==> src/hw/softmax_pkg.sv <==
// Shared sizes, fixed-point shift and sequencer states for the softmax pipeline RTL
package softmax_pkg;

    // ------------------------------
    // Default sizes
    // ------------------------------

    // Element width of scores and weights
    parameter int DEF_DATA_WIDTH = 16;

    // Sequence length, also the number of elements per row
    parameter int DEF_SEQ_LEN = 8;

    // Attention heads
    parameter int DEF_NUM_HEADS = 1;

    // Width of the row number carried with each row (up to 65536 rows)
    parameter int ROW_IDX_WIDTH = 16;

    // ------------------------------
    // Fixed point
    // ------------------------------

    // ReLU value is scaled by 2**FRAC_SHIFT before the divide
    parameter int FRAC_SHIFT = 4;

    // ------------------------------
    // Sequencer states
    // ------------------------------

    typedef enum logic [1:0] {
        SEQ_IDLE  = 2'd0,
        SEQ_ISSUE = 2'd1,
        SEQ_DRAIN = 2'd2,
        SEQ_DONE  = 2'd3
    } seq_state_t;

endpackage

==> src/hw/row_bus_if.sv <==
// Row transfer bus between pipeline stages; instantiate once per hop with src and dst modports
`timescale 1ns/100ps

interface row_bus_if #(
    parameter int DATA_WIDTH = softmax_pkg::DEF_DATA_WIDTH,
    parameter int SEQ_LEN    = softmax_pkg::DEF_SEQ_LEN
);

    // Sum of SEQ_LEN elements needs log2(SEQ_LEN) extra bits
    localparam int SUM_WIDTH = DATA_WIDTH + $clog2(SEQ_LEN);

    // One-cycle strobe per row, no ready
    logic                                  valid;
    logic [softmax_pkg::ROW_IDX_WIDTH-1:0] row_idx;
    logic [DATA_WIDTH-1:0]                 elems [SEQ_LEN-1:0];
    // Only meaningful after the sum stage
    logic [SUM_WIDTH-1:0]                  row_sum;

    modport src (
        output valid,
        output row_idx,
        output elems,
        output row_sum
    );

    modport dst (
        input valid,
        input row_idx,
        input elems,
        input row_sum
    );

endinterface

==> src/hw/row_sum_stage.sv <==
// Second pipeline stage; adds the ReLU elements of a row into a widened sum and forwards both
`timescale 1ns/100ps

module row_sum_stage #(
    parameter int DATA_WIDTH = softmax_pkg::DEF_DATA_WIDTH,
    parameter int SEQ_LEN    = softmax_pkg::DEF_SEQ_LEN
)(
    input  logic   clk,
    input  logic   rst_n,
    row_bus_if.dst up,
    row_bus_if.src down
);

    // log2(SEQ_LEN) guard bits, so the sum cannot wrap
    localparam int SUM_WIDTH = DATA_WIDTH + $clog2(SEQ_LEN);

    logic [SUM_WIDTH-1:0] sum_comb;

    // ------------------------------
    // Adder tree (flat loop)
    // ------------------------------
    always_comb begin
        sum_comb = '0;
        for (int j = 0; j < SEQ_LEN; j++) begin
            // Elements are non-negative here, zero extension is enough
            sum_comb = sum_comb + SUM_WIDTH'(up.elems[j]);
        end
    end

    // ------------------------------
    // Output register
    // ------------------------------
    always_ff @(posedge clk or negedge rst_n) begin
        if (!rst_n) begin
            down.valid <= 1'b0;
        end else begin
            down.valid <= up.valid;
        end
    end

    // Values travel on so the divider has them next to the sum
    always_ff @(posedge clk) begin
        down.row_idx <= up.row_idx;
        down.row_sum <= sum_comb;
        for (int j = 0; j < SEQ_LEN; j++) begin
            down.elems[j] <= up.elems[j];
        end
    end

endmodule

==> src/flat_wrapper.sv <==
// flat-port wrapper written by rule: the top's interface ports become plain ports
module row_sum_stage_flat 
#(
    parameter int DATA_WIDTH = softmax_pkg::DEF_DATA_WIDTH,
    parameter int SEQ_LEN    = softmax_pkg::DEF_SEQ_LEN
)
  (clk, rst_n, up_valid, up_row_idx, up_elems, up_row_sum, down_valid, down_row_idx, down_elems, down_row_sum);
  row_bus_if #(.DATA_WIDTH(DATA_WIDTH), .SEQ_LEN(SEQ_LEN)) up_i ();
  row_bus_if #(.DATA_WIDTH(DATA_WIDTH), .SEQ_LEN(SEQ_LEN)) down_i ();
  input  logic clk;
  input  logic rst_n;
  input wire logic [$bits(up_i.valid)-1:0] up_valid;
  input wire logic [$bits(up_i.row_idx)-1:0] up_row_idx;
  input wire logic [$bits(up_i.elems)-1:0] up_elems;
  input wire logic [$bits(up_i.row_sum)-1:0] up_row_sum;
  output wire logic [$bits(down_i.valid)-1:0] down_valid;
  output wire logic [$bits(down_i.row_idx)-1:0] down_row_idx;
  output wire logic [$bits(down_i.elems)-1:0] down_elems;
  output wire logic [$bits(down_i.row_sum)-1:0] down_row_sum;
  assign up_i.valid = up_valid;
  assign up_i.row_idx = up_row_idx;
  assign up_i.elems = {>>{up_elems}};
  assign up_i.row_sum = up_row_sum;
  assign down_valid = down_i.valid;
  assign down_row_idx = down_i.row_idx;
  assign down_elems = {>>{down_i.elems}};
  assign down_row_sum = down_i.row_sum;
  row_sum_stage #(.DATA_WIDTH(DATA_WIDTH), .SEQ_LEN(SEQ_LEN)) u_core (.clk(clk), .rst_n(rst_n), .up(up_i), .down(down_i));
endmodule
==> config.mk <==
export PLATFORM = sky130hd
export DESIGN_NAME = row_sum_stage_flat
export DESIGN_NICKNAME = d
export VERILOG_FILES = /design/src/hw/softmax_pkg.sv /design/src/hw/row_bus_if.sv /design/src/hw/row_sum_stage.sv /design/src/flat_wrapper.sv
export SDC_FILE = /design/constraint.sdc
export NUM_CORES = 1
export LEC_CHECK = 0
export BUFFER_PORTS_ARGS = -buffer_cell sky130_fd_sc_hd__buf_4
export CAP_MARGIN = 25
export CELL_PAD_IN_SITES_DETAIL_PLACEMENT = 2
export CELL_PAD_IN_SITES_GLOBAL_PLACEMENT = 2
export CORE_ASPECT_RATIO = 0.6
export CORE_MARGIN = 1
export CORE_UTILIZATION = 25
export DETAILED_ROUTE_END_ITERATION = 10
export GPL_TIMING_DRIVEN = 0
export HOLD_SLACK_MARGIN = 0.06
export PLACE_DENSITY = 0.74
export SYNTH_ARGS = -nofsm -noshare
export SYNTH_HDL_FRONTEND = slang
export SYNTH_SLANG_ARGS = --single-unit
==> constraint.sdc <==
create_clock -name clk -period 0.8 [get_ports clk]
set_input_delay 0.12 -clock clk [delete_from_list [all_inputs] [get_ports clk]]
set_output_delay 0.12 -clock clk [all_outputs]
set_load 0.005 [all_outputs]
# Word level (Yosys, flattened, before mapping)
# Index checks and enable logic that the tools add are counted.
# totals
regBits	164
inputBits	166
output_inout_bits	164
wordCells	18
# classes
addsub	7
# ops
op	count
19-bit by 16-bit adder with 19-bit output	6
16-bit by 16-bit adder with 17-bit output	1

# Depth between registers and ports, before layout
# depth
word_depth	7
ltp_mapped	22
ltp_nobuf	22

# Least setup slack after synthesis
# No wires, ideal clock.
# synth_path
path_type	input to register
start	in up_elems[4]
end	reg u_core.down.row_sum[16]
arrival_ns	5.112
path_slack_ns	-4.434
cell_stages	20
n_path_buf	0
path_cell_list	ha_1 > a21o_1 > a211o_1 > o21ai_0 > o21ai_0 > a21oi_1 > xnor2_1 > fa_1 > inv_1 > fa_1 > fa_1 > fa_1 > inv_1 > ha_1 > a21oi_1 > o21ai_1 > a221o_1 > a31o_4 > and2_4 > a311o_1
# synth_between
elab_chain_cells	7
# synth_rtl
item	line_no	rtl
start, declared	flat_wrapper.sv:14	input wire logic [$bits(up_i.elems)-1:0] up_elems;
16-bit by 16-bit adder with 17-bit output	row_sum_stage.sv:26	sum_comb = sum_comb + SUM_WIDTH'(up.elems[j]);
19-bit by 16-bit adder with 19-bit output (6 in a row)	row_sum_stage.sv:26	
via u_core.sum_comb[16]	row_sum_stage.sv:17	logic [SUM_WIDTH-1:0] sum_comb;
end signal, assigned	row_sum_stage.sv:44	down.row_sum <= sum_comb;
end, declared	row_bus_if.sv:23	output row_sum
# The timed path passes the listed nets, and every way through them passes these cells.

# Worst setup path after layout
# layout_path
start	in up_elems[22]
end	reg u_core.down.row_sum[18]
# The elaborated chain is that of the path after synthesis.

==> results.toml <==
[outcome]
status = "finished, violations left"
violations = "setup timing"

[hold_path]
hp-class = "primary input to flip-flop"

[synthesis]
ys_seq_area_share_pct = 48.4
syn_inst = 553
synthArstFlopShare_pct = 0.610
syn_nets = 837
avgSynthCellArea_um2 = 12.3
synth_edf_count = 0
synthesis.area_mm2 = 0.00679
synth_cell_types = 45
synthesis.yosys.warnings = 0
synthFlopType = "dfxtp_1"
synth_seq_cells = 164

[grt]
grt_pass1_vias = 7184
overflow = 0
grt_max_degree = 17
antenna_found_initial = 1
track_usage_pct = 24.5
grt_pass1_wl_um = 48700

[floorplanning]
rows = 46
core-area_mm2 = 0.0265
chipWidth_um = 215
dieArea_mm2 = 0.0279
ioPinCount = 330
dieHeight_um = 130
start_util_pct = 25.6

[pwr]
ir_drop_mv = 2.89
p_comb_share_pct = 67.5
clock_power_share_pct = 15.5
p_sw_share_pct = 40.0
power_leakage_nw = 6.20
cellPowerDensity_mw_per_mm2 = 4380
switching_power_mw = 23.9
p_int_mw = 35.7
seq_power_share_pct = 17.0

[finish]
final_cell_mix = "buf_4 (188), buf_6 (163), dfxtp_2 (154)"
drive_above_1_share_pct = 61.2
mostFrequentLayoutCell = "buf_4"
fin_area_mm2 = 0.0136
area_growth_syn_to_layout_pct = 101
nets = 1358

[timing]
hold-worst-slack_ns = 0.278
max_freq_mhz = 192
layout_setup_ws_ns = -4.40
period_needed_ns = 5.20
setup_viol = 183
drv_slew = 0
worst_pin_slew_ns = 0.621
rsz0062_at_grt = "yes"
relSlewSlack_pct = 57.5
period_share_pct = 650
hold_viol = 0

[clock_network]
path_clk_slew_ns = 0.07
cts_tree = "done"
cts-buffers-inserted = 17
clock_sinks = 164
root_buffer = "clkbuf_16"
clockBufferDepth = 2
htreeDepth = 4

[critical_path]
required_ns = 1.14
start_kind = "primary input"
end_kind = "flip-flop"
path_class = "primary input to flip-flop"
crit_arrival_ns = 5.54
critPathMaxFanout = 5

[run]
drv_cap = 0

[route]
routed_wl_um = 38900
drt-wirelength-per-cell_um = 26.9
avgViaCountPerCell = 4.31
drtPass1Iterations = 4
vias = 6250
ant_nets = 0
drt_drc_violations_left = 0
drt_iter0_drc = 259

[placement]
hpwlAfterDp_um = 19800
routabilityCongestion = 0.773
place_area_mm2 = 0.00981
io_buffer_count = 310
final timing paths:
path,from,endpoint,depth (start not counted)
worst max-delay path,up_elems[22],u_core.down.row_sum[18],21
worst min-delay path,up_elems[114],u_core.down.row_sum[2],3
min in group asynchronous,rst_n,u_core.down.valid,3
max in group asynchronous,rst_n,u_core.down.valid,3
flip-flops by register name (all words and copies together), names as in the netlist:
| register | count |
|---|---|
| u_core.down.row_sum | 19 |
| u_core.down.elems | 128 |
| u_core.down.valid | 1 |
| u_core.down.row_idx | 16 |
metal layers:
metal	routed length (um)	track usage, %	vias to the layer above
met1	15600	27.9	3276
met4	837	8.11	0
met5	0	0	-
li1	-	-	2780
met2	21500	46.2	149
met3	1080	4.98	45
cells in the mapped netlist (2+ instances only):
library cell / n / area share, %
a211o_1: 3 / 0.39
nand3_1: 2 / 0.15
o21ai_0: 16 / 1.2
and2_1: 2 / 0.18
fa_1: 79 / 23
nand2_1: 10 / 0.55
inv_1: 120 / 6.6
a21oi_1: 21 / 1.5
o21a_1: 2 / 0.22
xnor2_1: 18 / 2.3
nand2b_1: 3 / 0.28
o211ai_1: 2 / 0.22
a2111oi_0: 2 / 0.26
nor2_1: 17 / 0.94
xor2_1: 8 / 1.0
ha_1: 39 / 7.2
nor2b_1: 2 / 0.18
a31oi_1: 4 / 0.37
a21o_1: 8 / 0.88
nand4_1: 3 / 0.28
dfxtp_1: 163 / 48
a211oi_1: 4 / 0.44
o21bai_1: 3 / 0.33
power groups by stage:
| stage | sequential (mW) | clock, mW | combinational [mW] |
|---|---|---|---|
| 2_1_floorplan | 9.96 | 0 | 18.7 |
| 3_3_place_gp | 9.84 | 0 | 25.7 |
| 3_5_place_dp | 9.88 | 0 | 26.2 |
| 4_1_cts | 9.99 | 9.15 | 33.1 |
| 5_1_grt | 10.2 | 9.70 | 42.9 |
| 6_report | 10.1 | 9.26 | 40.2 |
critical path: stages:
cell and delay [ns]:
buf_4 0.13, ha_2 0.45, o21ai_1 0.18, a21oi_2 0.22, o21ai_4 0.10, a31oi_1 0.26
nor2_2 0.11, xnor2_2 0.37, fa_1 0.53, inv_2 0.08, fa_1 0.44, fa_1 0.48
fa_1 0.52, inv_2 0.05, ha_4 0.22, and2_4 0.14, a221o_1 0.31, a31o_4 0.23
buf_4 0.14, a221oi_4 0.23, xnor2_1 0.19
metrics by stage:
stage / setup slack, ns / power (mW) / utilization, % / TNS [ns] / instances
CTS: -4.00 / 52.3 / 49.0 / -95.24 / 1427
finish: -4.40 / 59.6 / 51.3 / -99.24 / 1450
global route: -4.44 / 62.7 / 51.3 / -104.70 / 1450
floorplan: -4.00 / 28.6 / - / -60.32 / 553
global placement: -4.70 / 35.5 / 37.0 / -70.78 / 1223
detailed placement: -4.74 / 36.1 / 37.0 / -71.62 / 1223
cell type report:
class | count | area, um2
clock inverters | 11 | 175
well taps | 360 | 450
flip-flops and latches | 164 | 3480
clock buffers | 21 | 450
fillers | 2503 | 12900
diodes | 3 | 7.51
multi-input cells | 269 | 3830
repair buffers | 502 | 4780
inverters | 120 | 450
what timing repair did:
action | 4_1_cts | 5_1_grt
hold buffers | 147 | 0
resized for setup | 273 | 163
hold endpoints to repair | 148 | 0
endpoints found under the setup margin | 183 | 183
pin swaps | 80 | 50
setup buffers | 25 | 20
cells by family after synthesis:
group                    synth area share [%]
flip-flops                               48.4
XOR/XNOR                                 3.35
AND/OR/NAND/NOR                          3.72
buffers and inverters                    6.63
adder cells (fa/ha/maj)                  30.5
AO/OA/AOI/OAI                            7.42
Note: power is estimated with default switching activity, not from simulation.
