### src/hw/softmax_pkg.sv
// Shared sizes, fixed-point shift and sequencer states for the softmax pipeline RTL
package softmax_pkg;

    // ------------------------------
    // Default sizes
    // ------------------------------

    // Element width of scores and weights
    parameter int DEF_DATA_WIDTH = 16;

    // Sequence length, also the number of elements per row
    parameter int DEF_SEQ_LEN = 8;

    // Attention heads
    parameter int DEF_NUM_HEADS = 1;

    // Width of the row number carried with each row (up to 65536 rows)
    parameter int ROW_IDX_WIDTH = 16;

    // ------------------------------
    // Fixed point
    // ------------------------------

    // ReLU value is scaled by 2**FRAC_SHIFT before the divide
    parameter int FRAC_SHIFT = 4;

    // ------------------------------
    // Sequencer states
    // ------------------------------

    typedef enum logic [1:0] {
        SEQ_IDLE  = 2'd0,
        SEQ_ISSUE = 2'd1,
        SEQ_DRAIN = 2'd2,
        SEQ_DONE  = 2'd3
    } seq_state_t;

endpackage

### src/hw/row_bus_if.sv
// Row transfer bus between pipeline stages; instantiate once per hop with src and dst modports
`timescale 1ns/100ps

interface row_bus_if #(
    parameter int DATA_WIDTH = softmax_pkg::DEF_DATA_WIDTH,
    parameter int SEQ_LEN    = softmax_pkg::DEF_SEQ_LEN
);

    // Sum of SEQ_LEN elements needs log2(SEQ_LEN) extra bits
    localparam int SUM_WIDTH = DATA_WIDTH + $clog2(SEQ_LEN);

    // One-cycle strobe per row, no ready
    logic                                  valid;
    logic [softmax_pkg::ROW_IDX_WIDTH-1:0] row_idx;
    logic [DATA_WIDTH-1:0]                 elems [SEQ_LEN-1:0];
    // Only meaningful after the sum stage
    logic [SUM_WIDTH-1:0]                  row_sum;

    modport src (
        output valid,
        output row_idx,
        output elems,
        output row_sum
    );

    modport dst (
        input valid,
        input row_idx,
        input elems,
        input row_sum
    );

endinterface

### src/hw/normalize_stage.sv
// Last pipeline stage; divides each scaled ReLU element by its row sum, zero row on zero sum
`timescale 1ns/100ps

module normalize_stage #(
    parameter int DATA_WIDTH = softmax_pkg::DEF_DATA_WIDTH,
    parameter int SEQ_LEN    = softmax_pkg::DEF_SEQ_LEN
)(
    input  logic   clk,
    input  logic   rst_n,
    row_bus_if.dst up,
    row_bus_if.src down
);

    localparam int SUM_WIDTH = DATA_WIDTH + $clog2(SEQ_LEN);
    localparam int NUM_WIDTH = DATA_WIDTH + softmax_pkg::FRAC_SHIFT;
    // Divider operands share one width
    localparam int DIV_WIDTH = (NUM_WIDTH > SUM_WIDTH) ? NUM_WIDTH : SUM_WIDTH;
    // Largest legal weight, one in fixed point
    localparam logic [DATA_WIDTH-1:0] ONE_FX = DATA_WIDTH'(1 << softmax_pkg::FRAC_SHIFT);

    logic [DIV_WIDTH-1:0]  numer   [SEQ_LEN-1:0];
    logic [DIV_WIDTH-1:0]  denom;
    logic [DATA_WIDTH-1:0] quot    [SEQ_LEN-1:0];
    logic                  over_range;

    // ------------------------------
    // Scale and divide
    // ------------------------------
    always_comb begin
        denom = DIV_WIDTH'(up.row_sum);
        for (int j = 0; j < SEQ_LEN; j++) begin
            numer[j] = DIV_WIDTH'(up.elems[j]) << softmax_pkg::FRAC_SHIFT;
            if (up.row_sum == '0) begin
                quot[j] = '0;
            end else begin
                // Element <= sum, so the quotient is at most ONE_FX and fits
                quot[j] = DATA_WIDTH'(numer[j] / denom);
            end
        end
    end

    // ------------------------------
    // Output register
    // ------------------------------
    always_ff @(posedge clk or negedge rst_n) begin
        if (!rst_n) begin
            down.valid <= 1'b0;
        end else begin
            down.valid <= up.valid;
        end
    end

    always_ff @(posedge clk) begin
        down.row_idx <= up.row_idx;
        down.row_sum <= up.row_sum;
        for (int j = 0; j < SEQ_LEN; j++) begin
            down.elems[j] <= quot[j];
        end
    end

    always_comb begin
        over_range = 1'b0;
        for (int j = 0; j < SEQ_LEN; j++) begin
            over_range = over_range | (down.elems[j] > ONE_FX);
        end
    end

    // A weight above one means the sum stage and this stage disagree
    a_weight_in_range: assert property (@(posedge clk) disable iff (!rst_n)
        down.valid |-> !over_range);

endmodule

### src/flat_wrapper.sv
// flat-port wrapper written by rule: the top's interface ports become plain ports
module normalize_stage_flat 
#(
    parameter int DATA_WIDTH = softmax_pkg::DEF_DATA_WIDTH,
    parameter int SEQ_LEN    = softmax_pkg::DEF_SEQ_LEN
)
  (clk, rst_n, up_valid, up_row_idx, up_elems, up_row_sum, down_valid, down_row_idx, down_elems, down_row_sum);
  row_bus_if #(.DATA_WIDTH(DATA_WIDTH), .SEQ_LEN(SEQ_LEN)) up_i ();
  row_bus_if #(.DATA_WIDTH(DATA_WIDTH), .SEQ_LEN(SEQ_LEN)) down_i ();
  input  logic clk;
  input  logic rst_n;
  input wire logic [$bits(up_i.valid)-1:0] up_valid;
  input wire logic [$bits(up_i.row_idx)-1:0] up_row_idx;
  input wire logic [$bits(up_i.elems)-1:0] up_elems;
  input wire logic [$bits(up_i.row_sum)-1:0] up_row_sum;
  output wire logic [$bits(down_i.valid)-1:0] down_valid;
  output wire logic [$bits(down_i.row_idx)-1:0] down_row_idx;
  output wire logic [$bits(down_i.elems)-1:0] down_elems;
  output wire logic [$bits(down_i.row_sum)-1:0] down_row_sum;
  assign up_i.valid = up_valid;
  assign up_i.row_idx = up_row_idx;
  assign up_i.elems = {>>{up_elems}};
  assign up_i.row_sum = up_row_sum;
  assign down_valid = down_i.valid;
  assign down_row_idx = down_i.row_idx;
  assign down_elems = {>>{down_i.elems}};
  assign down_row_sum = down_i.row_sum;
  normalize_stage #(.DATA_WIDTH(DATA_WIDTH), .SEQ_LEN(SEQ_LEN)) u_core (.clk(clk), .rst_n(rst_n), .up(up_i), .down(down_i));
endmodule
### config.mk
export PLATFORM = sky130hd
export DESIGN_NAME = normalize_stage_flat
export DESIGN_NICKNAME = d
export VERILOG_FILES = /design/src/hw/softmax_pkg.sv /design/src/hw/row_bus_if.sv /design/src/hw/normalize_stage.sv /design/src/flat_wrapper.sv
export SDC_FILE = /design/constraint.sdc
export NUM_CORES = 2
export LEC_CHECK = 0
export ABC_AREA = 1
export ABC_CLOCK_PERIOD_IN_PS = 800
export BUFFER_PORTS_ARGS = -buffer_cell sky130_fd_sc_hd__buf_2
export CORE_AREA = 2 2 375 525
export CTS_CLUSTER_SIZE = 20
export DETAILED_ROUTE_END_ITERATION = 10
export DIE_AREA = 0 0 377 527
export PLACE_DENSITY = 0.59
export SYNTH_ARGS = -nofsm -noshare
export SYNTH_HDL_FRONTEND = slang
export SYNTH_SLANG_ARGS = --single-unit
### constraint.sdc
create_clock -name clk -period 0.8 [get_ports clk]
set_input_delay 0 -clock clk [delete_from_list [all_inputs] [get_ports clk]]
set_output_delay 0 -clock clk [all_outputs]
set_load 0.01 [all_outputs]
# Word-level counts from Yosys, hierarchy flattened
# Index checks and enable logic that the tools add are counted.
# Widths: inputs -> output; s select.
# totals
mem_bits_rw	0
elab_cells	20
output_inout_bits	164
rom_bits	0
latchBits	0
in_bits	166
reg_bits	164
n_memories	0
# op_classes
order_cmp	0
n_addsub	0
div_mod_pow	8
mul	0
n_reduce_logical	1
n_bitwise	0
n_eq_ne	0
shift	0
n_mux	0
# op_table
cell	count
$div 20x19->20	8
$logic_not 19->1	1

# Longest topological paths before layout
# depth
word_depth	1
mapped_depth	303
depth_no_buf	296

# Worst setup path after synthesis
# No wires, ideal clock.
# synth_timing
kind	input-to-reg
startpoint	input port up_row_sum[0]
endpoint	register u_core.down.elems[80]
cell_stages	279
path_buffers	12
path_slack_ns	-35.658
setup_ns	0.132
t_required_ns	0.668
arrival_ns	36.326
path_cell_list	buf_2 > inv_1 > clkbuf_1 > clkbuf_1 > clkbuf_1 > ha_1 > nand2_1 > nand2_1 > inv_1 > ha_1 > o21ai_0 > inv_1 > nor2_1 > inv_1 > nand2_2 > nand2_1 > o21a_1 > ha_1 > (+243 left out) > o21ai_0 > a21boi_1 > inv_1 > clkbuf_1 > nand3_1 > nand2_1 > ha_1 > a21oi_1 > nor2_1 > a211oi_1 > o221a_2 > o21ai_0 > nand2_1 > nand2_1 > nand3_1 > nand2_1 > a21oi_1 > a21oi_1
# synth_via
elab_chain_len	1
elab_cells_between_ends	2
classes_between	div (1); reduce/logical (1)
# synth_lines
item	line_no	rtl
start: declaration	flat_wrapper.sv:15	input wire logic [$bits(up_i.row_sum)-1:0] up_row_sum;
$div 20x19->20 / $logic_not 19->1 (equally long branches)	normalize_stage.sv:37, normalize_stage.sv:33	
end signal: indexed assignment	normalize_stage.sv:57	down.elems[j] <= quot[j];
end: declaration	row_bus_if.sv:22	output elems,
# Parallel ways exist; a longest one is shown, timed or not.
# A chain may end at the register's enable or synchronous reset.

# Worst setup path after layout
# layout_timing
startpoint	input port up_row_sum[10]
endpoint	register u_core.down.elems[96]
# Same word-level chain as after synthesis.

==> impl_results.md <==
- Status: finished with violations
- Failing checks: negative setup slack
- Top_reg_cell synth: dfxtp_1
- Site Rows: 192
- CP Class: input port to flip-flop
- Post-synth net total: about 17,000
- Sequential share of the synthesized area: 3.71%
- Placed cell count: 23,200
- Unrepaired setup endpoints after global routing: true
- Final hold violation count: 0
- CP Launch Point: up_row_sum[10]
- # IOs: 330
- CP max-delay cell: a2111oi_1
- Clock transition at path regs: 0.09 ns
- Family with the most delay on the worst path: simple AND/OR/NAND/NOR gates
- Mapped cell area: a little under 0.09 sq mm
- Cell mode on critical path: nand2_1
- Total power: about 180,000 uW
- Initial DRC count: about 6,600
- Gr usage total: between 30% and 40%
- Chip Width: 377 um
- Critical Path RT: 1.27 ns
- Layout cells sized above 1: 42.6%
- Fin cells: 23,800
- Vias: around 120k
- Ratio of final minimum period to clock period: 3920%
- Post-DP HPWL: 275,000 um
- Largest net degree at the start of global routing: 83
- Final nets: 23,100
- Vias/cell: 5.07
- Async SR Flop Fraction: 0.610%
- Routed wire length: 360,000 um
- Slew margin rel.: 32.3%
- Max-slew violation count: 0
- TritonRoute pass-1 iters: 6
- Tmin final: 31.35 ns
- Cts bufs inserted: 25
- Yosys reg bits: between 150 and 200
- Final GP Congestion: approximately 0.96
- PortBufs: 329
- Critical Path Stages: roughly 250
- Crit path to: u_core.down.elems[96]
- Max-cap violations: 0
- Worst slew pin tran: just over 1 ns
- Ys Warns: 0
- DR DRC count: 0
- Final worst slack: -30.55 ns
- Root Buffer: clkbuf_16
- CP max stage delay: 0.37 ns
- Clock Tree Buf Depth: 3
- Core ar.: 0.195 sq mm
- Initial antenna violation count: 33
- TNS Setup: -2129.55 ns
- Leakage: 0.0840 uW
- First-pass GRT wire length: 545,000 um
- CP startpoint kind: input port
- Area growth syn-to-layout: 68.5%
- Post-synth EDFFs: 0
- DIE AREA: a little under 0.2 sq mm
- CP max FO: 14
- ANT nets after route: 0
- Gate Count Post-Synth: 14,900
- Fin Hold WS: 0.0276 ns
- Vias in the first global route: 111,000
- CTS tree: done
- Initial Utilization: around 46%
- CTS Sinks: 164
- Power per standard cell area: 1180 mW/mm^2
- Max frequency: 0.0319 GHz
- Syn Area/Cell: 5.96 sq um
- Routed len/inst: 15.1 um
- Setup Viol. Count Final: 293
- Synth cell types: 91
- CP Capture Type: flip-flop
- Grt ovf: 0
- H-tree depth: 4
- WP buf/inv: 79
- Hold Crit Class: input port to flip-flop
- VDD IR max: 1.12 mV
- Arr. time, crit path: 31.82 ns
- DIE HEIGHT: approximately 530 um
==> per-stage QoR <==
step / util [%] / setup WS, ns / cell area [sq um]
after floorplan: - / -29.82 / 90200
after global placement: 70.2 / -31.87 / 137000
after detailed placement: 70.2 / -32.43 / 137000
after CTS: 73.3 / -29.81 / 143000
after global routing: 76.7 / -32.84 / 149000
final: 76.7 / -30.55 / 149000
==> cells in the mapped netlist (18+ instances only) <==
cell | n | share of area, %
o211ai_1 | 37 | 0.31
and2_1 | 169 | 1.2
nor2_1 | 762 | 3.2
nand2_2 | 102 | 0.72
a21oi_2 | 21 | 0.21
inv_1 | 2049 | 8.7
nand2_4 | 21 | 0.27
o21ai_2 | 86 | 0.85
a21o_1 | 58 | 0.49
buf_4 | 54 | 0.46
nor3_1 | 188 | 1.1
or2_2 | 332 | 2.3
dfxtp_1 | 163 | 3.7
a211oi_1 | 61 | 0.52
clkbuf_1 | 176 | 0.75
mux2i_1 | 22 | 0.25
a21oi_1 | 970 | 5.5
xnor2_1 | 319 | 3.2
nor4_1 | 81 | 0.57
buf_2 | 64 | 0.36
nand3_1 | 1207 | 6.8
inv_2 | 55 | 0.23
xor2_1 | 483 | 4.8
nand4_1 | 121 | 0.85
a21boi_0 | 29 | 0.25
o21bai_1 | 132 | 1.1
nand3b_1 | 35 | 0.30
nand3_2 | 146 | 1.6
o21ai_1 | 191 | 1.1
ha_1 | 1648 | 23
a31oi_1 | 36 | 0.25
o21ai_0 | 619 | 3.5
clkinv_1 | 18 | 0.076
o31ai_1 | 30 | 0.25
a21boi_1 | 22 | 0.19
o221ai_1 | 45 | 0.44
o21a_1 | 46 | 0.39
nand2_1 | 4028 | 17
==> cell usage in the layout (no fill, tap or decap), drive strengths merged, types with 58 or more instances in the layout <==
cell type / synthesis / final
buf: 149 / 6614
nand2: 4160 / 4164
inv: 2107 / 2109
ha: 1648 / 1648
nand3: 1353 / 1353
a21oi: 993 / 994
o21ai: 897 / 897
nor2: 786 / 786
xor2: 483 / 483
or2: 346 / 346
xnor2: 319 / 319
nor3: 188 / 188
and2: 170 / 170
dfxtp: 163 / 163
o21bai: 135 / 135
nand4: 121 / 121
nor4: 82 / 82
a211oi: 61 / 61
a21o: 58 / 58
==> metal layers <==
layer  global-route usage (%)  vias up  wire length, um
met5                        0        -               94
met4                     12.2       14            17500
met3                     3.70      828            20300
met2                     58.1     2917           167000
met1                     42.1    54700           155000
li1                         -    62100                -
==> report_power, final <==
part           leakage (uW)  total [uW]  internal, uW  switching [uW]
Clock              0.000356       12000          6310            5710
Combinational        0.0823      156000         80400           75200
Sequential          0.00135        8930          8770             156
==> state kept, by name, summed over array words and instances (netlist names) <==
signal               count
u_core.down.row_idx     16
u_core.down.valid        1
u_core.down.elems      128
u_core.down.row_sum     19
==> cells by family (layout without fill, tap and decap cells) <==
group,after synthesis,count (layout),synth area share [%]
xor+xnor,802,802,7.92
simple gates,7266,7270,36.9
other cells,0,20,0
compound gates,2499,2500,16.6
mux,22,22,0.248
flops,164,164,3.71
fa+ha+maj,1656,1656,23.4
buf+inv,2470,8825,11.2
==> how the worst min path moves through the flow <==
| stage | start | cells after the start | to | slack (ns) |
|---|---|---|---|---|
| after floorplan | rst_n | 0 | u_core.down.valid | -0.30 |
| after global placement | rst_n | 1 | u_core.down.valid | -0.23 |
| after detailed placement | rst_n | 1 | u_core.down.valid | -0.22 |
| after CTS | up_row_idx[14] | 2 | u_core.down.row_idx[14] | 0.004 |
| after global routing | up_row_idx[1] | 2 | u_core.down.row_idx[1] | 0.02 |
| final | up_row_idx[1] | 2 | u_core.down.row_idx[1] | 0.03 |
==> repair_timing <==
action                                 in CTS  in global routing
hold buffers                               36                  0
setup endpoints to repair                 292                292
gates cloned                               16                  6
pin swaps                                 239                515
endpoints found under the hold margin      35                  0
buffers inserted                          274                204
gates resized for setup                   675               1112
==> area by class of cell <==
class,count,area [sq um]
Antenna cell,20,50.0
Clock buffer,30,684
Clock inverter,2,35.0
Fill cell,15200,45300
Inverter,2130,8250
Multi-Input combinational cell,12300,83600
Sequential cell,164,3290
Tap cell,2522,3160
Timing Repair Buffer,6657,50200
Timing Repair inverter,6,36.3
No activity file was read; power rests on OpenSTA's default activity.
