==> src/hw/softmax_pkg.sv <==
// Shared sizes, fixed-point shift and sequencer states for the softmax pipeline RTL
package softmax_pkg;

    // ------------------------------
    // Default sizes
    // ------------------------------

    // Element width of scores and weights
    parameter int DEF_DATA_WIDTH = 16;

    // Sequence length, also the number of elements per row
    parameter int DEF_SEQ_LEN = 8;

    // Attention heads
    parameter int DEF_NUM_HEADS = 1;

    // Width of the row number carried with each row (up to 65536 rows)
    parameter int ROW_IDX_WIDTH = 16;

    // ------------------------------
    // Fixed point
    // ------------------------------

    // ReLU value is scaled by 2**FRAC_SHIFT before the divide
    parameter int FRAC_SHIFT = 4;

    // ------------------------------
    // Sequencer states
    // ------------------------------

    typedef enum logic [1:0] {
        SEQ_IDLE  = 2'd0,
        SEQ_ISSUE = 2'd1,
        SEQ_DRAIN = 2'd2,
        SEQ_DONE  = 2'd3
    } seq_state_t;

endpackage

==> src/hw/row_bus_if.sv <==
// Row transfer bus between pipeline stages; instantiate once per hop with src and dst modports
`timescale 1ns/100ps

interface row_bus_if #(
    parameter int DATA_WIDTH = softmax_pkg::DEF_DATA_WIDTH,
    parameter int SEQ_LEN    = softmax_pkg::DEF_SEQ_LEN
);

    // Sum of SEQ_LEN elements needs log2(SEQ_LEN) extra bits
    localparam int SUM_WIDTH = DATA_WIDTH + $clog2(SEQ_LEN);

    // One-cycle strobe per row, no ready
    logic                                  valid;
    logic [softmax_pkg::ROW_IDX_WIDTH-1:0] row_idx;
    logic [DATA_WIDTH-1:0]                 elems [SEQ_LEN-1:0];
    // Only meaningful after the sum stage
    logic [SUM_WIDTH-1:0]                  row_sum;

    modport src (
        output valid,
        output row_idx,
        output elems,
        output row_sum
    );

    modport dst (
        input valid,
        input row_idx,
        input elems,
        input row_sum
    );

endinterface

==> src/hw/relu_stage.sv <==
// First pipeline stage; clamps negative scores of a row to zero, one row per cycle
`timescale 1ns/100ps

module relu_stage #(
    parameter int DATA_WIDTH = softmax_pkg::DEF_DATA_WIDTH,
    parameter int SEQ_LEN    = softmax_pkg::DEF_SEQ_LEN
)(
    input  logic   clk,
    input  logic   rst_n,
    row_bus_if.dst up,
    row_bus_if.src down
);

    logic neg_seen;

    // Strobe
    always_ff @(posedge clk or negedge rst_n) begin
        if (!rst_n) begin
            down.valid <= 1'b0;
        end else begin
            down.valid <= up.valid;
        end
    end

    // ReLU on all elements at once, sign bit selects zero
    always_ff @(posedge clk) begin
        down.row_idx <= up.row_idx;
        for (int j = 0; j < SEQ_LEN; j++) begin
            if (up.elems[j][DATA_WIDTH-1]) begin
                down.elems[j] <= '0;
            end else begin
                down.elems[j] <= up.elems[j];
            end
        end
    end

    // Sum is formed in the next stage
    assign down.row_sum = '0;

    // Any negative element left on the output
    always_comb begin
        neg_seen = 1'b0;
        for (int j = 0; j < SEQ_LEN; j++) begin
            neg_seen = neg_seen | down.elems[j][DATA_WIDTH-1];
        end
    end

    a_no_negative_out: assert property (@(posedge clk) disable iff (!rst_n)
        down.valid |-> !neg_seen);

endmodule

==> src/flat_wrapper.sv <==
// flat-port wrapper written by rule: the top's interface ports become plain ports
module relu_stage_flat 
#(
    parameter int DATA_WIDTH = softmax_pkg::DEF_DATA_WIDTH,
    parameter int SEQ_LEN    = softmax_pkg::DEF_SEQ_LEN
)
  (clk, rst_n, up_valid, up_row_idx, up_elems, up_row_sum, down_valid, down_row_idx, down_elems, down_row_sum);
  row_bus_if #(.DATA_WIDTH(DATA_WIDTH), .SEQ_LEN(SEQ_LEN)) up_i ();
  row_bus_if #(.DATA_WIDTH(DATA_WIDTH), .SEQ_LEN(SEQ_LEN)) down_i ();
  input  logic clk;
  input  logic rst_n;
  input wire logic [$bits(up_i.valid)-1:0] up_valid;
  input wire logic [$bits(up_i.row_idx)-1:0] up_row_idx;
  input wire logic [$bits(up_i.elems)-1:0] up_elems;
  input wire logic [$bits(up_i.row_sum)-1:0] up_row_sum;
  output wire logic [$bits(down_i.valid)-1:0] down_valid;
  output wire logic [$bits(down_i.row_idx)-1:0] down_row_idx;
  output wire logic [$bits(down_i.elems)-1:0] down_elems;
  output wire logic [$bits(down_i.row_sum)-1:0] down_row_sum;
  assign up_i.valid = up_valid;
  assign up_i.row_idx = up_row_idx;
  assign up_i.elems = {>>{up_elems}};
  assign up_i.row_sum = up_row_sum;
  assign down_valid = down_i.valid;
  assign down_row_idx = down_i.row_idx;
  assign down_elems = {>>{down_i.elems}};
  assign down_row_sum = down_i.row_sum;
  relu_stage #(.DATA_WIDTH(DATA_WIDTH), .SEQ_LEN(SEQ_LEN)) u_core (.clk(clk), .rst_n(rst_n), .up(up_i), .down(down_i));
endmodule
==> config.mk <==
export PLATFORM = sky130hd
export DESIGN_NAME = relu_stage_flat
export DESIGN_NICKNAME = d
export VERILOG_FILES = /design/src/hw/softmax_pkg.sv /design/src/hw/row_bus_if.sv /design/src/hw/relu_stage.sv /design/src/flat_wrapper.sv
export SDC_FILE = /design/constraint.sdc
export NUM_CORES = 1
export LEC_CHECK = 0
export BUFFER_PORTS_ARGS = -buffer_cell sky130_fd_sc_hd__buf_2
export CORE_AREA = 5 5 123 125
export DETAILED_ROUTE_END_ITERATION = 8
export DIE_AREA = 0 0 128 130
export PLACE_DENSITY = 0.66
export SYNTH_ARGS = -nofsm -noshare
export SYNTH_HDL_FRONTEND = slang
export SYNTH_SLANG_ARGS = --single-unit
==> constraint.sdc <==
create_clock -name clk -period 0.8 [get_ports clk]
set_input_delay 0.16 -clock clk [delete_from_list [all_inputs] [get_ports clk]]
set_output_delay 0.16 -clock clk [all_outputs]
set_load 0.02 [all_outputs]
======== Yosys cells after proc, flatten, opt, wreduce, memory -nomap -nowiden ========
Index checks and enable logic that the tools add are counted.
word-level totals
  bits in registers ....................... 145
  input port bits ......................... 166
  word-level logic and storage cells ...... 18

======== Longest topological paths before layout ========
Gate-level depths: netlist of the first run.
  depth after elaboration ................. 0
  mapped depth ............................ 2
  depth with buffers taken out ............ 1

======== Least setup slack after synthesis of the first run ========
OpenSTA, ideal clock, no wires.
  path kind ............................... register -> output
  start point ............................. register u_core.down.valid
  end point ............................... output down_valid
  arrival ................................. 0.416 ns
  required time ........................... 0.640 ns
  setup slack ............................. 0.224 ns
  stages on the path, launching flop included .. 1
  path buffers ............................ 0
  cells stage by stage .................... dfrtp_1
RTL lines
  item                line                source
  start: declaration  row_bus_if.sv:20    output valid,
  end: declaration    flat_wrapper.sv:16  output wire logic [$bits(down_i.valid)-1:0] down_valid;
No word-level cell between the ends.

======== Final worst setup path of the first run ========
  start point ............................. register u_core.down.valid
  end point ............................... output down_valid
No word-level cell between the ends.

==> out/metrics.csv, run 1 <==
metric,value,unit
yosys-top-cells-count,"dfxtp_1 (136), nor2b_2 (51), nor2b_1 (29)",
internal_power,13.4,mW
crit_family,flip-flops,
drive_above_1_share,71.5,%
grt_max_degree,17,
cts_tree,yes,
min_path_type,primary input to flip-flop,
synth.area.top_cells,"dfxtp_1 (68%), nor2b_2 (11%), and2b_2 (5.3%)",
yosysUniqueCellTypes,9,
htree_levels,4,
critPathSlowestCell,dfrtp_1,
routabilityCongestion,0.814,
cts_buffers,17,
post-route-period-util,133,%
synthCells,293,
drc_errors,0,
placed_cell_area,5540,µm²
synth_area,4000,µm²
drv_slew,0,
wire_per_inst,16.7,µm
leakage,4.05,nW
hpwl,9380,µm
fp.dieW,128,µm
final.setup.tns,-28.44,ns
cp-start-kind,flip-flop,
rsz0062_at_grt,yes,
place_inst,758,
first_global_vias,4189,
clock_sinks,137,
start_util,29.1,%
ir_worst_vdd,1.16,mV
core,13800,µm²
yosysSeqAreaShare,68.6,%
yosys_warnings,0,
area_delta_synth_final,114,%
synth.avg_cell_area,13.7,µm²
max_freq,938,MHz
ant_nets,0,
gr-total-overflow,0,
p_seq_share,41.7,%
crit_start,u_core.down.valid,
ys_seq_elements,137,
pwr-share-clk,42.6,%
finalSetupViolCount,137,
holdCritStartpoint,up_elems[4],
yosysTopAreaCell,dfxtp_1,
ys.flop_type,dfxtp_1,
nNetsFinal,904,
fillers,960,
synthArstFlopShare,0.730,%
routed_via_density,3.92,
clock_path_buffers,2,
setup_slack,-0.266,ns
crit_arrival,0.91,ns
finalPower,17.9,mW
critPathKind,flip-flop to output port,
powerDensity,2080,nW/µm²
synth.top_cell.area_share,68.0,%
die_y,130,µm
hold_viol,0,
dr.pass1.iters,4,
required,0.64,ns
rows,43,
grt_usage,18.3,%
critPathCaptureType,output port,
combPwrFrac,15.7,%
finalNonFillerCells,933,
outcome,"complete, but fails checks",
crit_end,down_valid,
num_vias,3655,
cts_root_buf,clkbuf_16,
path_depth,1,
period_minus_slack,1.07,ns
path_buf_inv,1,
antenna_found_initial,0,
cp_slowest_stage_delay,0.37,ns
crit_chain,buf_6,
synth.most_common_cell,dfxtp_1,
routed_wl,15600,µm
grt_pass1_wl,22700,µm
ioPinCount,330,
fin_area,8580,µm²
dieArea,16600,µm²
post_cts_buffers,0,
violations,negative setup slack,
synth_edf_count,0,
maxCapViolations,0,
p_sw,4.46,mW
swShare,24.9,%
cp_max_fo,1,
drt_iter0_drc,71,
port-buffer-count,283,
clk_pin_slew,0.06,ns
## placed cells by master, fill, tap and decap left out, types with 5 or more instances in the layout
master	instances
conb_1	27
dlygate4sd3_1	141
buf_2	145
and2b_1	16
inv_6	5
and2b_2	24
buf_6	137
dfxtp_2	136
buf_4	10
clkbuf_16	17
nor2b_1	28
nor2b_2	52
## cells by family after synthesis
group	synth area share, %
flops	68.6
simple gates	23.9
buf+inv	7.31
other cells	0.0937
## power by group through the flow
stage / registers [mW] / logic, mW / clock network (mW)
4_1_cts: 7.45 / 2.74 / 7.75
3_5_place_dp: 7.43 / 1.77 / 0
3_3_place_gp: 7.42 / 1.74 / 0
6_report: 7.46 / 2.81 / 7.61
2_1_floorplan: 7.91 / 0.574 / 0
5_1_grt: 7.48 / 2.96 / 8.13
## metal layers
metal  vias to the layer above  GRT usage [%]  share of wire [%]
met5                         -              0                  0
li1                       1727              -                  -
met2                       220           35.3                 55
met1                      1672           16.4                 33
met4                         0           8.61                3.0
met3                        36           7.61                9.1
## repair_timing
action,4_1_cts,5_1_grt
hold endpoints to repair,137,0
hold buffers,142,0
resized for setup,410,2
setup endpoints to repair,137,143
## layout make-up
class	instances	area [µm²]	share of cell area (%)
diodes	2	5.00	0.0583
clock buffers	19	453	5.28
repair buffers	435	3790	44.1
clock inverters	13	133	1.55
multi-input cells	147	1060	12.4
well taps	180	225	2.62
flip-flops and latches	137	2920	34.0
## registers in the layout, summed over array words and instances, names as in the netlist
signal               count
u_core.down.elems      120
u_core.down.row_idx     16
u_core.down.valid        1
## worst min path at each step
stage | end | slack, ns | cells past startpoint
3_5_place_dp | u_core.down.valid | -0.06 | 1
6_report | u_core.down.elems[4] | 0.04 | 2
3_3_place_gp | u_core.down.valid | -0.06 | 1
5_1_grt | u_core.down.elems[4] | 0.02 | 2
2_1_floorplan | u_core.down.valid | -0.14 | 0
4_1_cts | u_core.down.elems[4] | 0.002 | 2
## through the flow
stage          worst slack [ns]  util, %  hold slack (ns)
6_report                 -0.266     62.3           0.0402
5_1_grt                  -0.302     62.3           0.0217
4_1_cts                  -0.292     62.3          0.00167
3_5_place_dp             0.0951     40.3          -0.0624
3_3_place_gp              0.119     40.3          -0.0649
2_1_floorplan             0.224        -           -0.136
Power figures use the tool's default switching activity.
==> run 2, diff against run 1 <==
--- a/config.mk
+++ b/config.mk
@@ -10,6 +10,7 @@
 export DETAILED_ROUTE_END_ITERATION = 8
 export DIE_AREA = 0 0 128 130
 export PLACE_DENSITY = 0.66
+export SETUP_SLACK_MARGIN = 0.05
 export SYNTH_ARGS = -nofsm -noshare
 export SYNTH_HDL_FRONTEND = slang
 export SYNTH_SLANG_ARGS = --single-unit
==> out/metrics.csv, run 2 (synthesis gave the netlist of run 1 again) <==
metric,value,unit
hpwl,9380,µm
cts_tree,yes,
wire_per_inst,16.7,µm
drv_slew,0,
maxCapViolations,0,
hold_viol,0,
first_global_vias,4179,
fin_util,62.3,%
drt_iter0_drc,82,
outcome,"complete, but fails checks",
violations,negative setup slack,
finalNonFillerCells,934,
gr-total-overflow,0,
largest_register_ffs,120,
clk_pin_slew,0.06,ns
grt_max_degree,17,
post_cts_buffers,0,
drc_errors,0,
cp_max_fo,1,
cts_root_buf,clkbuf_16,
ioPinCount,330,
max_freq,937,MHz
port-buffer-count,283,
period_minus_slack,1.07,ns
nNetsFinal,905,
routabilityCongestion,0.814,
place_inst,758,
path_buf_inv,1,
reg_top3,"u_core.down.elems: 120 flops, u_core.down.row_idx: 16 flops, u_core.down.valid: 1 flops",
largest-register,u_core.down.elems,
grt_pass1_wl,22600,µm
finalSetupViolCount,137,
post-route-period-util,133,%
fillers,971,
cp-start-kind,flip-flop,
setup_slack,-0.267,ns
rsz0062_at_grt,yes,
min_path_type,primary input to flip-flop,
clock_path_buffers,2,
clock_sinks,137,
critPathCaptureType,output port,
ir_worst_vdd,1.17,mV
layout_common_cells,"buf_2 (146), dlygate4sd3_1 (142), buf_6 (137), dfxtp_2 (136), nor2b_2 (51)",
crit_family,flip-flops,
rows,43,
leakage,4.05,nW
dr.pass1.iters,4,
required,0.64,ns
grt_usage,18.2,%
powerDensity,2080,nW/µm²
ant_nets,0,
antenna_found_initial,0,
start_util,29.1,%
cp_slowest_stage_delay,0.37,ns
core,13800,µm²
fp.dieW,128,µm
critPathKind,flip-flop to output port,
layout_commonest_cell,buf_2,
htree_levels,4,
die_y,130,µm
num_vias,3668,
routed_wl,15600,µm
crit_arrival,0.91,ns
routed_via_density,3.93,
drive_above_1_share,71.4,%
crit_chain,buf_6,
area_delta_synth_final,114,%
cts_buffers,17,
critPathSlowestCell,dfrtp_1,
dieArea,16600,µm²
==> run 2: cell count changes in the layout (fill, tap and decap cells not counted) <==
cell	before	now
buf_2	145	146
dlygate4sd3_1	141	142
dlymetal6s4s_1	1	0
nor2b_1	28	29
nor2b_2	52	51
==> run 2: repair_timing <==
item	in CTS	in global routing
endpoints found under the setup margin	137	137
hold buffers	142	0
hold endpoints to repair	137	0
gates resized for setup	410	0
==> run 2: final timing paths <==
| kind | start | to | slack [ns] | cells after the start |
|---|---|---|---|---|
| hold / removal | up_elems[4] | u_core.down.elems[4] | 0.04 | 2 |
| min in group asynchronous | rst_n | u_core.down.valid | 0.05 | 2 |
| setup / recovery | u_core.down.valid | down_valid | -0.27 | 1 |
| max in group asynchronous | rst_n | u_core.down.valid | 0.67 | 2 |
==> run 2: area by class of cell <==
type / instances / area, µm² / area share (%)
Antenna cell: 2 / 5.00 / 0.0583
Multi-Input combinational cell: 147 / 1060 / 12.3
Clock inverter: 13 / 133 / 1.55
Tap cell: 180 / 225 / 2.62
Timing Repair Buffer: 436 / 3790 / 44.2
Sequential cell: 137 / 2920 / 34.0
Clock buffer: 19 / 453 / 5.28
==> run 2: metal layers <==
layer	wire length [µm]	vias to the layer above	track usage (%)
li1	-	1730	-
met1	5200	1676	16.4
met2	8500	228	35.2
met3	1420	34	7.57
met4	437	0	8.11
met5	0	-	0
==> run 2: per-stage QoR <==
step           area [µm²]  setup WS, ns  total power [mW]  TNS (ns)  hold WS [ns]
2_1_floorplan        4100         0.224              8.48         0        -0.136
3_3_place_gp         5540         0.119              9.16         0       -0.0649
3_5_place_dp         5540        0.0951              9.20         0       -0.0624
4_1_cts              8580        -0.292              17.9    -31.53       0.00167
5_1_grt              8580        -0.302              18.6    -33.91        0.0217
6_report             8580        -0.267              17.9    -28.69        0.0376
==> run 2: where the power goes <==
part	total, mW	internal (mW)	switching, mW
Sequential	7.46	7.27	0.188
Clock	7.62	4.52	3.09
Combinational	2.81	1.62	1.19
==> run 3, diff against run 2 <==
--- a/config.mk
+++ b/config.mk
@@ -11,6 +11,7 @@
 export DIE_AREA = 0 0 128 130
 export PLACE_DENSITY = 0.66
 export SETUP_SLACK_MARGIN = 0.05
+export SKIP_LAST_GASP = 1
 export SYNTH_ARGS = -nofsm -noshare
 export SYNTH_HDL_FRONTEND = slang
 export SYNTH_SLANG_ARGS = --single-unit
==> out/metrics.csv, run 3 (synthesis gave the netlist of run 1 again) <==
metric,value,unit
outcome,"complete, but fails checks",
violations,negative setup slack,
critPathSlowestCell,dfrtp_1,
wire_per_inst,16.7,µm
port-buffer-count,283,
clock_sinks,137,
combPwrFrac,15.7,%
place_inst,758,
num_vias,3668,
rsz0062_at_grt,yes,
rows,43,
crit_chain,buf_6,
dr.pass1.iters,4,
internal_power,13.4,mW
path_buf_inv,1,
ioPinCount,330,
holdCritStartpoint,up_elems[4],
finalSetupViolCount,137,
routabilityCongestion,0.814,
first_global_vias,4179,
crit_start,u_core.down.valid,
pwr-share-clk,42.6,%
fillers,971,
leakage,4.05,nW
crit_family,flip-flops,
grt_max_degree,17,
core,13800,µm²
required,0.64,ns
routed_via_density,3.93,
finalNonFillerCells,934,
layout_common_cells,"buf_2 (146), dlygate4sd3_1 (142), buf_6 (137), dfxtp_2 (136), nor2b_2 (51)",
layout_commonest_cell,buf_2,
drv_slew,0,
setup_slack,-0.267,ns
cp_slowest_stage_delay,0.37,ns
drive_above_1_share,71.4,%
hold_viol,0,
nNetsFinal,905,
swShare,25.0,%
cts_root_buf,clkbuf_16,
reg_top3,"u_core.down.elems: 120 flops, u_core.down.row_idx: 16 flops, u_core.down.valid: 1 flops",
area_delta_synth_final,114,%
start_util,29.1,%
powerDensity,2080,nW/µm²
maxCapViolations,0,
post-route-period-util,133,%
crit_arrival,0.91,ns
cp-start-kind,flip-flop,
fin_util,62.3,%
drt_iter0_drc,82,
critPathCaptureType,output port,
cts_tree,yes,
grt_usage,18.2,%
period_minus_slack,1.07,ns
die_y,130,µm
clock_path_buffers,2,
min_path_type,primary input to flip-flop,
htree_levels,4,
p_sw,4.47,mW
ir_worst_vdd,1.17,mV
dieArea,16600,µm²
cp_max_fo,1,
largest_register_ffs,120,
drc_errors,0,
largest-register,u_core.down.elems,
antenna_found_initial,0,
grt_pass1_wl,22600,µm
fp.dieW,128,µm
gr-total-overflow,0,
critPathKind,flip-flop to output port,
ant_nets,0,
clk_pin_slew,0.06,ns
p_seq_share,41.7,%
post_cts_buffers,0,
max_freq,937,MHz
hpwl,9380,µm
cts_buffers,17,
routed_wl,15600,µm
run 3: cell counts in the layout (fill, tap and decap cells not counted):
Identical to the previous run, type by type.
run 3: worst paths after layout:
path                       cells past startpoint                    to
min in group asynchronous                      2     u_core.down.valid
min                                            2  u_core.down.elems[4]
max                                            1            down_valid
max in group asynchronous                      2     u_core.down.valid
run 3: routing by layer:
metal | part of all wire, % | track usage (%) | up-vias
met4 | 2.8 | 8.11 | 0
met5 | 0 | 0 | -
met1 | 33 | 16.4 | 1676
met2 | 55 | 35.2 | 228
li1 | - | - | 1730
met3 | 9.1 | 7.57 | 34
run 3: final cells by class:
type | instances | area [µm²] | share of cell area [%]
Timing Repair Buffer | 436 | 3790 | 44.2
Sequential cell | 137 | 2920 | 34.0
Multi-Input combinational cell | 147 | 1060 | 12.3
Clock buffer | 19 | 453 | 5.28
Tap cell | 180 | 225 | 2.62
Clock inverter | 13 | 133 | 1.55
Antenna cell | 2 | 5.00 | 0.0583
run 3: power by group through the flow:
| stage | Clock (mW) | Sequential (mW) | Combinational (mW) |
|---|---|---|---|
| CTS | 7.75 | 7.44 | 2.74 |
| global route | 8.13 | 7.49 | 2.96 |
| floorplan | 0 | 7.91 | 0.574 |
| global placement | 0 | 7.42 | 1.74 |
| detailed placement | 0 | 7.43 | 1.77 |
| finish | 7.62 | 7.46 | 2.81 |
run 3: per-stage QoR:
| step | TNS (ns) | area, µm² | hold slack, ns | power (mW) | worst slack (ns) |
|---|---|---|---|---|---|
| 5_1_grt | -33.91 | 8580 | 0.0217 | 18.6 | -0.302 |
| 6_report | -28.69 | 8580 | 0.0376 | 17.9 | -0.267 |
| 2_1_floorplan | 0 | 4100 | -0.136 | 8.48 | 0.224 |
| 3_5_place_dp | 0 | 5540 | -0.0624 | 9.20 | 0.0951 |
| 4_1_cts | -31.57 | 8570 | 0.00167 | 17.9 | -0.292 |
| 3_3_place_gp | 0 | 5540 | -0.0649 | 9.16 | 0.119 |
run 3: what timing repair did:
action | 4_1_cts | 5_1_grt
resized for setup | 408 | 2
hold endpoints to repair | 137 | 0
cloned | 0 | 0
hold buffers | 142 | 0
pin swaps | 0 | 0
endpoints found under the setup margin | 137 | 137
